==> config.mk <==
export PLATFORM = sky130hd
export DESIGN_NAME = ntm_vector_integer_adder
export DESIGN_NICKNAME = d
export VERILOG_FILES = /design/src/ntm_arith_pkg.sv /design/src/ntm_ctrl_pkg.sv /design/src/ntm_scalar_integer_adder.sv /design/src/ntm_vector_integer_adder.sv
export VERILOG_INCLUDE_DIRS = /design/src
export SDC_FILE = /design/constraint.sdc
export NUM_CORES = 1
export LEC_CHECK = 0
export BUFFER_PORTS_ARGS = -buffer_cell sky130_fd_sc_hd__buf_4
export CAP_MARGIN = 40
export CORE_MARGIN = 1
export CORE_UTILIZATION = 40
export DETAILED_ROUTE_END_ITERATION = 7
export PLACE_DENSITY = 0.64
export REMOVE_ABC_BUFFERS = 1
export SLEW_MARGIN = 20
export SYNTH_ARGS = -nofsm -noshare
export SYNTH_HDL_FRONTEND = slang
export SYNTH_SLANG_ARGS = --single-unit
export TNS_END_PERCENT = 20
==> constraint.sdc <==
create_clock -name CLK -period 3.95 [get_ports CLK]
set_input_delay 0.395 -clock CLK [delete_from_list [all_inputs] [get_ports CLK]]
set_output_delay 0.395 -clock CLK [all_outputs]
set_load 0.01 [all_outputs]
==> src/ntm_adder_settings.svh <==
`ifndef NTM_ADDER_SETTINGS_SVH
`define NTM_ADDER_SETTINGS_SVH

////////////////////////////////////////
// Data path widths
////////////////////////////////////////

// Two's complement word width
`define NTM_DATA_SIZE 32

// Vector length and element index width
`define NTM_CONTROL_SIZE 16

// Bits added per clock in the scalar adder
// Has to divide the word width, 4, 16 or 32 also fine
`define NTM_CHUNK_SIZE 8

`endif

==> src/ntm_arith_pkg.sv <==
`include "ntm_adder_settings.svh"

package ntm_arith_pkg;

  ////////////////////////////////////////
  // Scalars
  ////////////////////////////////////////

  // Operand or sum, two's complement
  typedef logic [`NTM_DATA_SIZE-1:0] ntm_word_t;

  // Operation picked per element
  typedef enum logic {
    op_add = 1'b0,
    op_sub = 1'b1
  } ntm_op_t;

  ////////////////////////////////////////
  // Bundles
  ////////////////////////////////////////

  // Operand pair handed to the scalar adder
  typedef struct packed {
    ntm_word_t data_a;
    ntm_word_t data_b;
    ntm_op_t   op;
  } ntm_operands_t;

  // Wrapped sum plus signed overflow
  typedef struct packed {
    ntm_word_t sum;
    logic      overflow;
  } ntm_result_t;

endpackage

==> src/ntm_ctrl_pkg.sv <==
`include "ntm_adder_settings.svh"

package ntm_ctrl_pkg;

  // Element count and running element index
  typedef logic [`NTM_CONTROL_SIZE-1:0] ntm_index_t;

  ////////////////////////////////////////
  // Controller states
  ////////////////////////////////////////

  // Vector controller
  // Starter waits for START, input gathers a pair, ender waits on the scalar adder
  typedef enum logic [1:0] {
    st_starter = 2'd0,
    st_input   = 2'd1,
    st_ender   = 2'd2
  } vector_state_t;

  // Scalar chunk-serial adder
  typedef enum logic {
    st_idle = 1'b0,
    st_busy = 1'b1
  } scalar_state_t;

endpackage

==> src/ntm_scalar_integer_adder.sv <==
`timescale 1ns/10ps

`include "ntm_adder_settings.svh"

module ntm_scalar_integer_adder (
  // Global
  input  logic                          CLK,
  input  logic                          RST,

  // Control
  input  logic                          START,
  output logic                          READY,

  // Data
  input  ntm_arith_pkg::ntm_operands_t  OPERANDS,
  output ntm_arith_pkg::ntm_result_t    RESULT
);

  import ntm_arith_pkg::*;
  import ntm_ctrl_pkg::*;

  ////////////////////////////////////////
  // Constants
  ////////////////////////////////////////

  localparam int DATA_SIZE   = `NTM_DATA_SIZE;
  localparam int CHUNK_SIZE  = `NTM_CHUNK_SIZE;
  localparam int CHUNK_COUNT = DATA_SIZE / CHUNK_SIZE;

  // Counter stays one bit wide when the word is a single chunk
  localparam int COUNT_SIZE = (CHUNK_COUNT > 1) ? $clog2(CHUNK_COUNT) : 1;
  localparam logic [COUNT_SIZE-1:0] LAST_CHUNK = COUNT_SIZE'(CHUNK_COUNT - 1);

  ////////////////////////////////////////
  // Signals
  ////////////////////////////////////////

  scalar_state_t adder_fsm;

  // Chunk position and carry between chunks
  logic [COUNT_SIZE-1:0] chunk_index;
  logic                  carry_q;

  // Effective operands, shifted right one chunk per cycle
  ntm_word_t data_a_q;
  ntm_word_t data_b_q;

  // Partial sum, chunks enter at the top
  ntm_word_t sum_q;
  ntm_word_t sum_next;

  // Current chunk slice
  logic [CHUNK_SIZE-1:0] chunk_a;
  logic [CHUNK_SIZE-1:0] chunk_b;
  logic [CHUNK_SIZE:0]   chunk_sum;

  logic last_chunk;

  ////////////////////////////////////////
  // Chunk adder
  ////////////////////////////////////////

  assign chunk_a = data_a_q[CHUNK_SIZE-1:0];
  assign chunk_b = data_b_q[CHUNK_SIZE-1:0];

  // Extra top bit is the carry out
  assign chunk_sum = {1'b0, chunk_a} + {1'b0, chunk_b} + {{CHUNK_SIZE{1'b0}}, carry_q};

  // New chunk on top, older chunks move down
  assign sum_next = ntm_word_t'({chunk_sum[CHUNK_SIZE-1:0], sum_q} >> CHUNK_SIZE);

  assign last_chunk = (adder_fsm == st_busy) && (chunk_index == LAST_CHUNK);

  // Final chunk settles in the READY cycle
  assign READY       = last_chunk;
  assign RESULT.sum  = sum_next;

  // Last chunk holds the sign bits of both effective operands and the sum
  // Same operand signs with a flipped sum sign means overflow
  assign RESULT.overflow = (chunk_a[CHUNK_SIZE-1] == chunk_b[CHUNK_SIZE-1]) &&
                           (chunk_sum[CHUNK_SIZE-1] != chunk_a[CHUNK_SIZE-1]);

  ////////////////////////////////////////
  // Control
  ////////////////////////////////////////

  always_ff @(posedge CLK or posedge RST) begin
    if (RST) begin
      adder_fsm   <= st_idle;
      chunk_index <= '0;
      carry_q     <= 1'b0;
    end else begin
      case (adder_fsm)
        st_idle: begin
          if (START) begin
            // Subtract as a + ~b + 1
            carry_q     <= (OPERANDS.op == op_sub);
            chunk_index <= '0;
            adder_fsm   <= st_busy;
          end
        end
        st_busy: begin
          // Ripple into the next chunk
          carry_q <= chunk_sum[CHUNK_SIZE];
          if (last_chunk) begin
            adder_fsm <= st_idle;
          end else begin
            chunk_index <= chunk_index + 1'b1;
          end
        end
        default: begin
          adder_fsm <= st_idle;
        end
      endcase
    end
  end

  ////////////////////////////////////////
  // Operand and sum registers
  ////////////////////////////////////////

  always_ff @(posedge CLK) begin
    if ((adder_fsm == st_idle) && START) begin
      data_a_q <= OPERANDS.data_a;
      // B inverted for subtract
      data_b_q <= (OPERANDS.op == op_sub) ? ~OPERANDS.data_b : OPERANDS.data_b;
    end else if (adder_fsm == st_busy) begin
      data_a_q <= data_a_q >> CHUNK_SIZE;
      data_b_q <= data_b_q >> CHUNK_SIZE;
      sum_q    <= sum_next;
    end
  end

endmodule

==> src/ntm_vector_integer_adder.sv <==
`timescale 1ns/10ps

module ntm_vector_integer_adder (
  // Global
  input  logic                        CLK,
  input  logic                        RST,

  // Control
  input  logic                        START,
  output logic                        READY,

  input  ntm_arith_pkg::ntm_op_t      OPERATION,

  input  logic                        DATA_A_IN_ENABLE,
  input  logic                        DATA_B_IN_ENABLE,
  output logic                        DATA_OUT_ENABLE,

  // Data
  input  ntm_ctrl_pkg::ntm_index_t    SIZE_IN,
  input  ntm_arith_pkg::ntm_word_t    DATA_A_IN,
  input  ntm_arith_pkg::ntm_word_t    DATA_B_IN,
  output ntm_arith_pkg::ntm_result_t  RESULT
);

  import ntm_arith_pkg::*;
  import ntm_ctrl_pkg::*;

  ////////////////////////////////////////
  // Signals
  ////////////////////////////////////////

  // Element loop controller
  vector_state_t adder_ctrl_fsm;

  // Sampled vector length and current element
  ntm_index_t size_q;
  ntm_index_t index_loop;

  // Operand holding flags
  logic data_a_held;
  logic data_b_held;

  // Pair under collection, also the scalar adder input
  ntm_operands_t operands_q;

  // Decoded events
  logic accept_a;
  logic accept_b;
  logic launch;
  logic element_done;
  logic last_element;

  // Scalar adder
  logic        scalar_start;
  logic        scalar_ready;
  ntm_result_t scalar_result;

  ////////////////////////////////////////
  // Event decode
  ////////////////////////////////////////

  // One strobe per operand and element, later strobes dropped
  assign accept_a = (adder_ctrl_fsm == st_input) && DATA_A_IN_ENABLE && !data_a_held;
  assign accept_b = (adder_ctrl_fsm == st_input) && DATA_B_IN_ENABLE && !data_b_held;

  // Pair complete, op sampled here
  assign launch = (adder_ctrl_fsm == st_input) && data_a_held && data_b_held;

  // Scalar result valid
  assign element_done = (adder_ctrl_fsm == st_ender) && scalar_ready;

  // Final element of the vector
  assign last_element = (index_loop == size_q - ntm_index_t'(1));

  ////////////////////////////////////////
  // Controller
  ////////////////////////////////////////

  always_ff @(posedge CLK or posedge RST) begin
    if (RST) begin
      adder_ctrl_fsm  <= st_starter;
      size_q          <= '0;
      index_loop      <= '0;
      data_a_held     <= 1'b0;
      data_b_held     <= 1'b0;
      scalar_start    <= 1'b0;
      READY           <= 1'b0;
      DATA_OUT_ENABLE <= 1'b0;
    end else begin
      // Strobes drop after one cycle
      scalar_start    <= 1'b0;
      READY           <= 1'b0;
      DATA_OUT_ENABLE <= 1'b0;

      case (adder_ctrl_fsm)
        st_starter: begin
          // Step 0, wait for a new vector
          if (START) begin
            size_q         <= SIZE_IN;
            index_loop     <= '0;
            adder_ctrl_fsm <= st_input;
          end
        end
        st_input: begin
          // Step 1, gather both operands in any order
          if (accept_a) begin
            data_a_held <= 1'b1;
          end
          if (accept_b) begin
            data_b_held <= 1'b1;
          end
          if (launch) begin
            // Kick the scalar adder for this element
            data_a_held    <= 1'b0;
            data_b_held    <= 1'b0;
            scalar_start   <= 1'b1;
            adder_ctrl_fsm <= st_ender;
          end
        end
        st_ender: begin
          // Step 2, wait for the scalar sum
          if (scalar_ready) begin
            DATA_OUT_ENABLE <= 1'b1;
            if (last_element) begin
              // Vector finished
              READY          <= 1'b1;
              adder_ctrl_fsm <= st_starter;
            end else begin
              index_loop     <= index_loop + ntm_index_t'(1);
              adder_ctrl_fsm <= st_input;
            end
          end
        end
        default: begin
          adder_ctrl_fsm <= st_starter;
        end
      endcase
    end
  end

  ////////////////////////////////////////
  // Operand and result registers
  ////////////////////////////////////////

  always_ff @(posedge CLK) begin
    if (accept_a) begin
      operands_q.data_a <= DATA_A_IN;
    end
    if (accept_b) begin
      operands_q.data_b <= DATA_B_IN;
    end
    if (launch) begin
      operands_q.op <= OPERATION;
    end
    // Held until the next element
    if (element_done) begin
      RESULT <= scalar_result;
    end
  end

  ////////////////////////////////////////
  // Scalar adder
  ////////////////////////////////////////

  ntm_scalar_integer_adder scalar_adder (
    // Global
    .CLK      (CLK),
    .RST      (RST),

    // Control
    .START    (scalar_start),
    .READY    (scalar_ready),

    // Data
    .OPERANDS (operands_q),
    .RESULT   (scalar_result)
  );

endmodule

======== Yosys cells after proc, flatten, opt, wreduce, memory -nomap -nowiden ========
Index checks and enable logic that the tools add are counted.
storage, ports and cells
  register bits ........................... 237
  input bits .............................. 86
  output and inout bits ................... 35
  logic and storage cells ................. 96
cells by class
  $add $sub $neg .......................... 5
  eq/ne operators ......................... 12
  muxes and demuxes ....................... 33
  bitwise operators ....................... 3
  reductions and logical operators ........ 24
operators with widths
  operator               count
  $mux 32                5
  $mux 16                3
  $not 32->32            1
  $pmux 16 s2            1
  $add 16x1->16 const B  1
  $eq 16x16->1           1
  $sub 16x1->16 const B  1
  $mux 1                 15
  $ne 2x2->1 const B     6
  $logic_and 1x1->1      10
  $mux 2                 5
  $reduce_and 2->1       5
  $add 8x8->9            1
  $add 9x1->9            1
  $reduce_bool 2->1      4
  $pmux 2 s3             1
  $eq 2x2->1 const B     2
  $pmux 1 s2             2
  $pmux 2 s2             1
  $reduce_and 4->1       1
  $reduce_and 3->1       1
  $add 2x1->2 const B    1
  $eq 2x1->1 const B     1
  $logic_not 1->1        2
  other kinds (4)        5

======== Depth between registers and ports, before layout ========
  word-level depth ........................ 5
  depth in mapped cells ................... 12
  gate-level depth less buffers ........... 12

======== By module ========
From an unflattened synthesis, not the netlist that was laid out.
second synthesis, totals
  cell total of the unflattened synthesis .. 706
  area, all modules ....................... 9467.8 um^2
by module, submodules not included
  module                    times used  cells each  area an instance (um^2)  seq. area each (um^2)
  ntm_vector_integer_adder  1           366         5328.9                   3918.8
  ntm_scalar_integer_adder  1           340         4139.0                   2742.6

======== Worst setup path before layout ========
No wires, ideal clock.
  path type ............................... register -> register
  start point ............................. register scalar_adder.chunk_index[0]
  end point ............................... register index_loop[5]
  library setup time ...................... 0.078 ns
  arrival time ............................ 3.674 ns
  data required time ...................... 3.872 ns
  path slack .............................. 0.198 ns
  cell stages (with the launch flop) ...... 11
  path buffers ............................ 2
  period minus slack after synthesis ...... 3.752 ns
  cells stage by stage .................... dfrtp_1 > ha_1 > nand2_1 > nor2_1 > nor2_1 > nor2b_1 > clkbuf_1 > nand3_1 > clkbuf_1 > or4_1 > a21oi_1
on the way
  longest elaborated chain between the ends .. 4
RTL lines
  item                               line                             text
  from (decl)                        ntm_scalar_integer_adder.sv:41   logic [COUNT_SIZE-1:0] chunk_index;
  from (signal assigned)             ntm_scalar_integer_adder.sv:108  chunk_index <= chunk_index + 1'b1;
  $eq 2x2->1                         ntm_scalar_integer_adder.sv:72   assign last_chunk = (adder_fsm == st_busy) && (chunk_index == LAST_CHUNK);
  $logic_and 1x1->1                  ntm_scalar_integer_adder.sv:72
  $ne 2x2->1 (no source line)        n/a
  $reduce_and 4->1 (no source line)  n/a
  to (signal assigned)               ntm_vector_integer_adder.sv:129  index_loop <= index_loop + ntm_index_t'(1);
  to (decl)                          ntm_vector_integer_adder.sv:37   ntm_index_t index_loop;
Every way passes these cells.
A chain may end at the register's enable or synchronous reset.

======== Worst setup path in the final report ========
  start point ............................. register size_q[0]
  end point ............................... register index_loop[0]
on the way
  longest elaborated chain between the ends .. 4
RTL lines
  item                               line                            text
  from (decl)                        ntm_vector_integer_adder.sv:36  ntm_index_t size_q;
  from (signal assigned)             ntm_vector_integer_adder.sv:82  size_q <= '0;
  from (signal assigned)             ntm_vector_integer_adder.sv:99  size_q <= SIZE_IN;
  $sub 16x1->16                      ntm_vector_integer_adder.sv:73  assign last_element = (index_loop == size_q - ntm_index_t'(1));
  $eq 16x16->1                       ntm_vector_integer_adder.sv:73
  $ne 2x2->1 (no source line)        n/a
  $reduce_and 4->1 (no source line)  n/a
Every way passes these cells.

==> results.py <==
metrics = {
    "synth": {
        "synth_area_leaders": "edfxtp_1, dfrtp_1, nand2_1",
        "ys_ff_latch": 229,
        "synth_edf_count": 186,
        "yosysWarnings": 0,
        "synthesis.area_mm2": 0.00930,
        "syn_area_per_cell_um2": 13.4,
        "yosysSeqAreaShare": 0.716,
        "yosysMostFrequentCell": "edfxtp_1",
        "ys_top_cells_by_count": "edfxtp_1, nand2_1, xnor2_1",
        "ys_types": 51,
        "synth_ff_type": "edfxtp_1",
        "synthCells": 695,
        "synthArstFlopShare": 0.188,
        "yosysTopAreaCell": "edfxtp_1",
        "yosysTopAreaCellShare": 0.601,
    },
    "floorplan": {
        "coreArea_mm2": 0.0227,
        "die_w_um": 154,
        "io_pins": 121,
        "initial_core_util": 0.409,
        "die_h_um": 154,
        "die_area_mm2": 0.0239,
        "num_rows": 55,
    },
    "route": {
        "wl_mm": 16.6,
        "drc_errors": 0,
        "drt_iter0_markers": 230,
        "routed_via_density": 4.83,
        "num_vias": 5455,
        "routedWlPerCell_um": 14.7,
        "ant_nets": 0,
        "firstDrtPassIters": 4,
    },
    "job": {
        "drv_cap": 0,
    },
    "sta": {
        "final-hold-violation-count": 0,
        "setup_viol": 0,
        "tns_ns": 0,
        "post-route-period-util": 0.877,
        "fin_worst_skew_ns": 0.0201,
        "rsz0062_at_grt": "false",
        "fin_crit_ns": 3.47,
        "drv_slew": 0,
        "slew_headroom": 0.542,
        "clock.fmax_mhz": 289,
        "fin_ws_ns": 0.484,
        "tightest_slew_ns": 0.687,
    },
    "status": {
        "status": "complete, no violations",
    },
    "pwr": {
        "total_power_mw": 8.55,
        "leakagePower_nw": 4.50,
        "p_per_area_mw_per_mm2": 748,
        "irDropWorstVdd_v": 0.000354,
    },
    "clocking": {
        "clock-sinks": 229,
        "cts_setup_buffers": 0,
        "ctsLongestPathBuffers": 3,
        "cts_hold_buf": 0,
        "clock_latency_ns": 0.53,
        "htreeDepth": 1,
        "ctsResizeCount": 0,
        "root_buffer": "clkbuf_16",
        "cts_buffers": 26,
        "clk_pin_slew_worst_paths_ns": 0.06,
        "tritoncts": "done",
    },
    "cells_and_area": {
        "nFillCells": 1964,
        "fin_cells": 1130,
        "area_growth_pct": 23.1,
        "diodes": 0,
        "drive_above_1_share": 0.218,
        "nNetsFinal": 925,
        "regArea_mm2": 0.00666,
        "multiInputGateArea_mm2": 0.00245,
    },
    "setup_path": {
        "cp.required_ns": 4.35,
        "end_kind": "flip-flop",
        "worstPathArrival_ns": 3.87,
        "cpPeakStageDelay_ns": 0.51,
        "cp-startpoint": "size_q[0]$_DFFE_PP0P_",
        "r2r_start": "size_q[0]$_DFFE_PP0P_",
        "crit_path_start_kind": "flip-flop",
        "critPathBufInv": 1,
        "path_cells": "inv_1 > ha_1 > nor4b_1 > nand2_1 > mux2i_1 > or4_1 > or4_4 > nor2_4 > nor2_2 > mux2_4",
        "crit_type": "flip-flop to flip-flop",
        "cp_top_family": "simple AND/OR/NAND/NOR gates",
        "slowest_stage": "or4_1",
        "worstPathMaxFanout": 30,
    },
    "grt": {
        "antenna_found_initial": 0,
        "grt_max_degree": 44,
        "track_usage": 0.143,
        "grt_pass1_wl_mm": 26.9,
        "grt_overflow_total": 0,
        "grt_pass1_vias": 5300,
    },
    "placed_design": {
        "port_buffers": 120,
        "gp_congestion": 0.833,
        "dp_slack_ns": 0.503,
        "hpwl_mm": 10.8,
        "placed_cells": 1084,
    },
    "min_path": {
        "hp-class": "input pin to async pin",
    },
}
[worst paths after layout]
| check | endpoint | slack [ns] | cells after the start |
|---|---|---|---|
| worst min-delay path | DATA_OUT_ENABLE$_DFF_PP0_ | 0.02 | 3 |
| worst min register to register | RESULT[7]$_DFFE_PP_ | 0.42 | 0 |
| min in group CLK | operands_q[38]$_DFFE_PP_ | 0.04 | 1 |
| worst max-delay path | index_loop[0]$_DFFE_PP0P_ | 0.48 | 10 |
| worst max register to register | index_loop[0]$_DFFE_PP0P_ | 0.48 | 10 |
| max in group asynchronous | size_q[4]$_DFFE_PP0P_ | 3.54 | 3 |
[kinds of logic after synthesis]
kind of cell    synth area share
simple gates               0.124
flops                      0.716
compound gates            0.0598
xor+xnor                  0.0537
buf+inv                   0.0226
fa+ha+maj                 0.0178
mux                      0.00619
[through the flow]
stage | utilization | hold WS, ns | cell area (um^2)
after floorplan | - | 0.400 | 9160
after detailed placement | 0.467 | 0.406 | 10600
after global routing | 0.504 | 0.00257 | 11400
final | 0.504 | 0.0160 | 11400
after CTS | 0.504 | 0.00624 | 11400
after global placement | 0.463 | 0.401 | 10500
[worst register-to-register path, delay by kind of cell (launching register included)]
kind	cells	cell delay [ns]
AND/OR/NAND/NOR	6	2.12
multiplexers	2	0.48
flip-flops	1	0.43
adder cells (fa/ha/maj)	1	0.23
buffers and inverters	1	0.09
[cell type report]
cell class,count,share of cell area
clock buffer,37,0.0614
clock inverter,9,0.0127
inverter,19,0.00623
multi-input combinational,418,0.214
sequential,229,0.582
tap,285,0.0312
timing repair buffer,133,0.0919
[routing by layer]
metal,vias to the layer above,share of wire,track usage
met2,131,0.47,0.234
li1,2730,-,-
met5,-,0,0
met3,25,0.046,0.0289
met1,2569,0.45,0.188
met4,0,0.028,0.0519
[power breakdown]
| part | switching (mW) | leakage (nW) | total [mW] | internal, mW |
|---|---|---|---|---|
| logic | 1.25 | 1.77 | 2.07 | 0.823 |
| registers | 0.368 | 2.33 | 4.13 | 3.76 |
| clock network | 0.919 | 0.406 | 2.36 | 1.44 |
[state kept, by name, indices dropped and copies added, names as in the netlist, 16 cells and up]
register               flops
scalar_adder.sum_q        24
scalar_adder.data_a_q     32
RESULT                    33
size_q                    16
scalar_adder.data_b_q     32
index_loop                16
operands_q                65
[placed cells by master (no fill, tap or decap), types with 4 or more instances in the layout]
cell type,instances
dfrtp_1,43
o31ai_1,7
and2_1,10
nand2_1,154
buf_4,130
xnor2_1,46
edfxtp_1,186
inv_1,17
clkinv_1,4
nor4_1,4
o21ai_1,6
clkbuf_16,26
xor2_1,11
ha_1,10
or3_1,7
nor2_1,25
nor2_4,4
a21oi_1,22
nand2b_1,4
clkbuf_1,10
nor2b_1,6
or4_1,8
and3_1,4
nand4_1,5
o21ai_0,34
nand3_1,7
(Power assumes the default switching activity.)
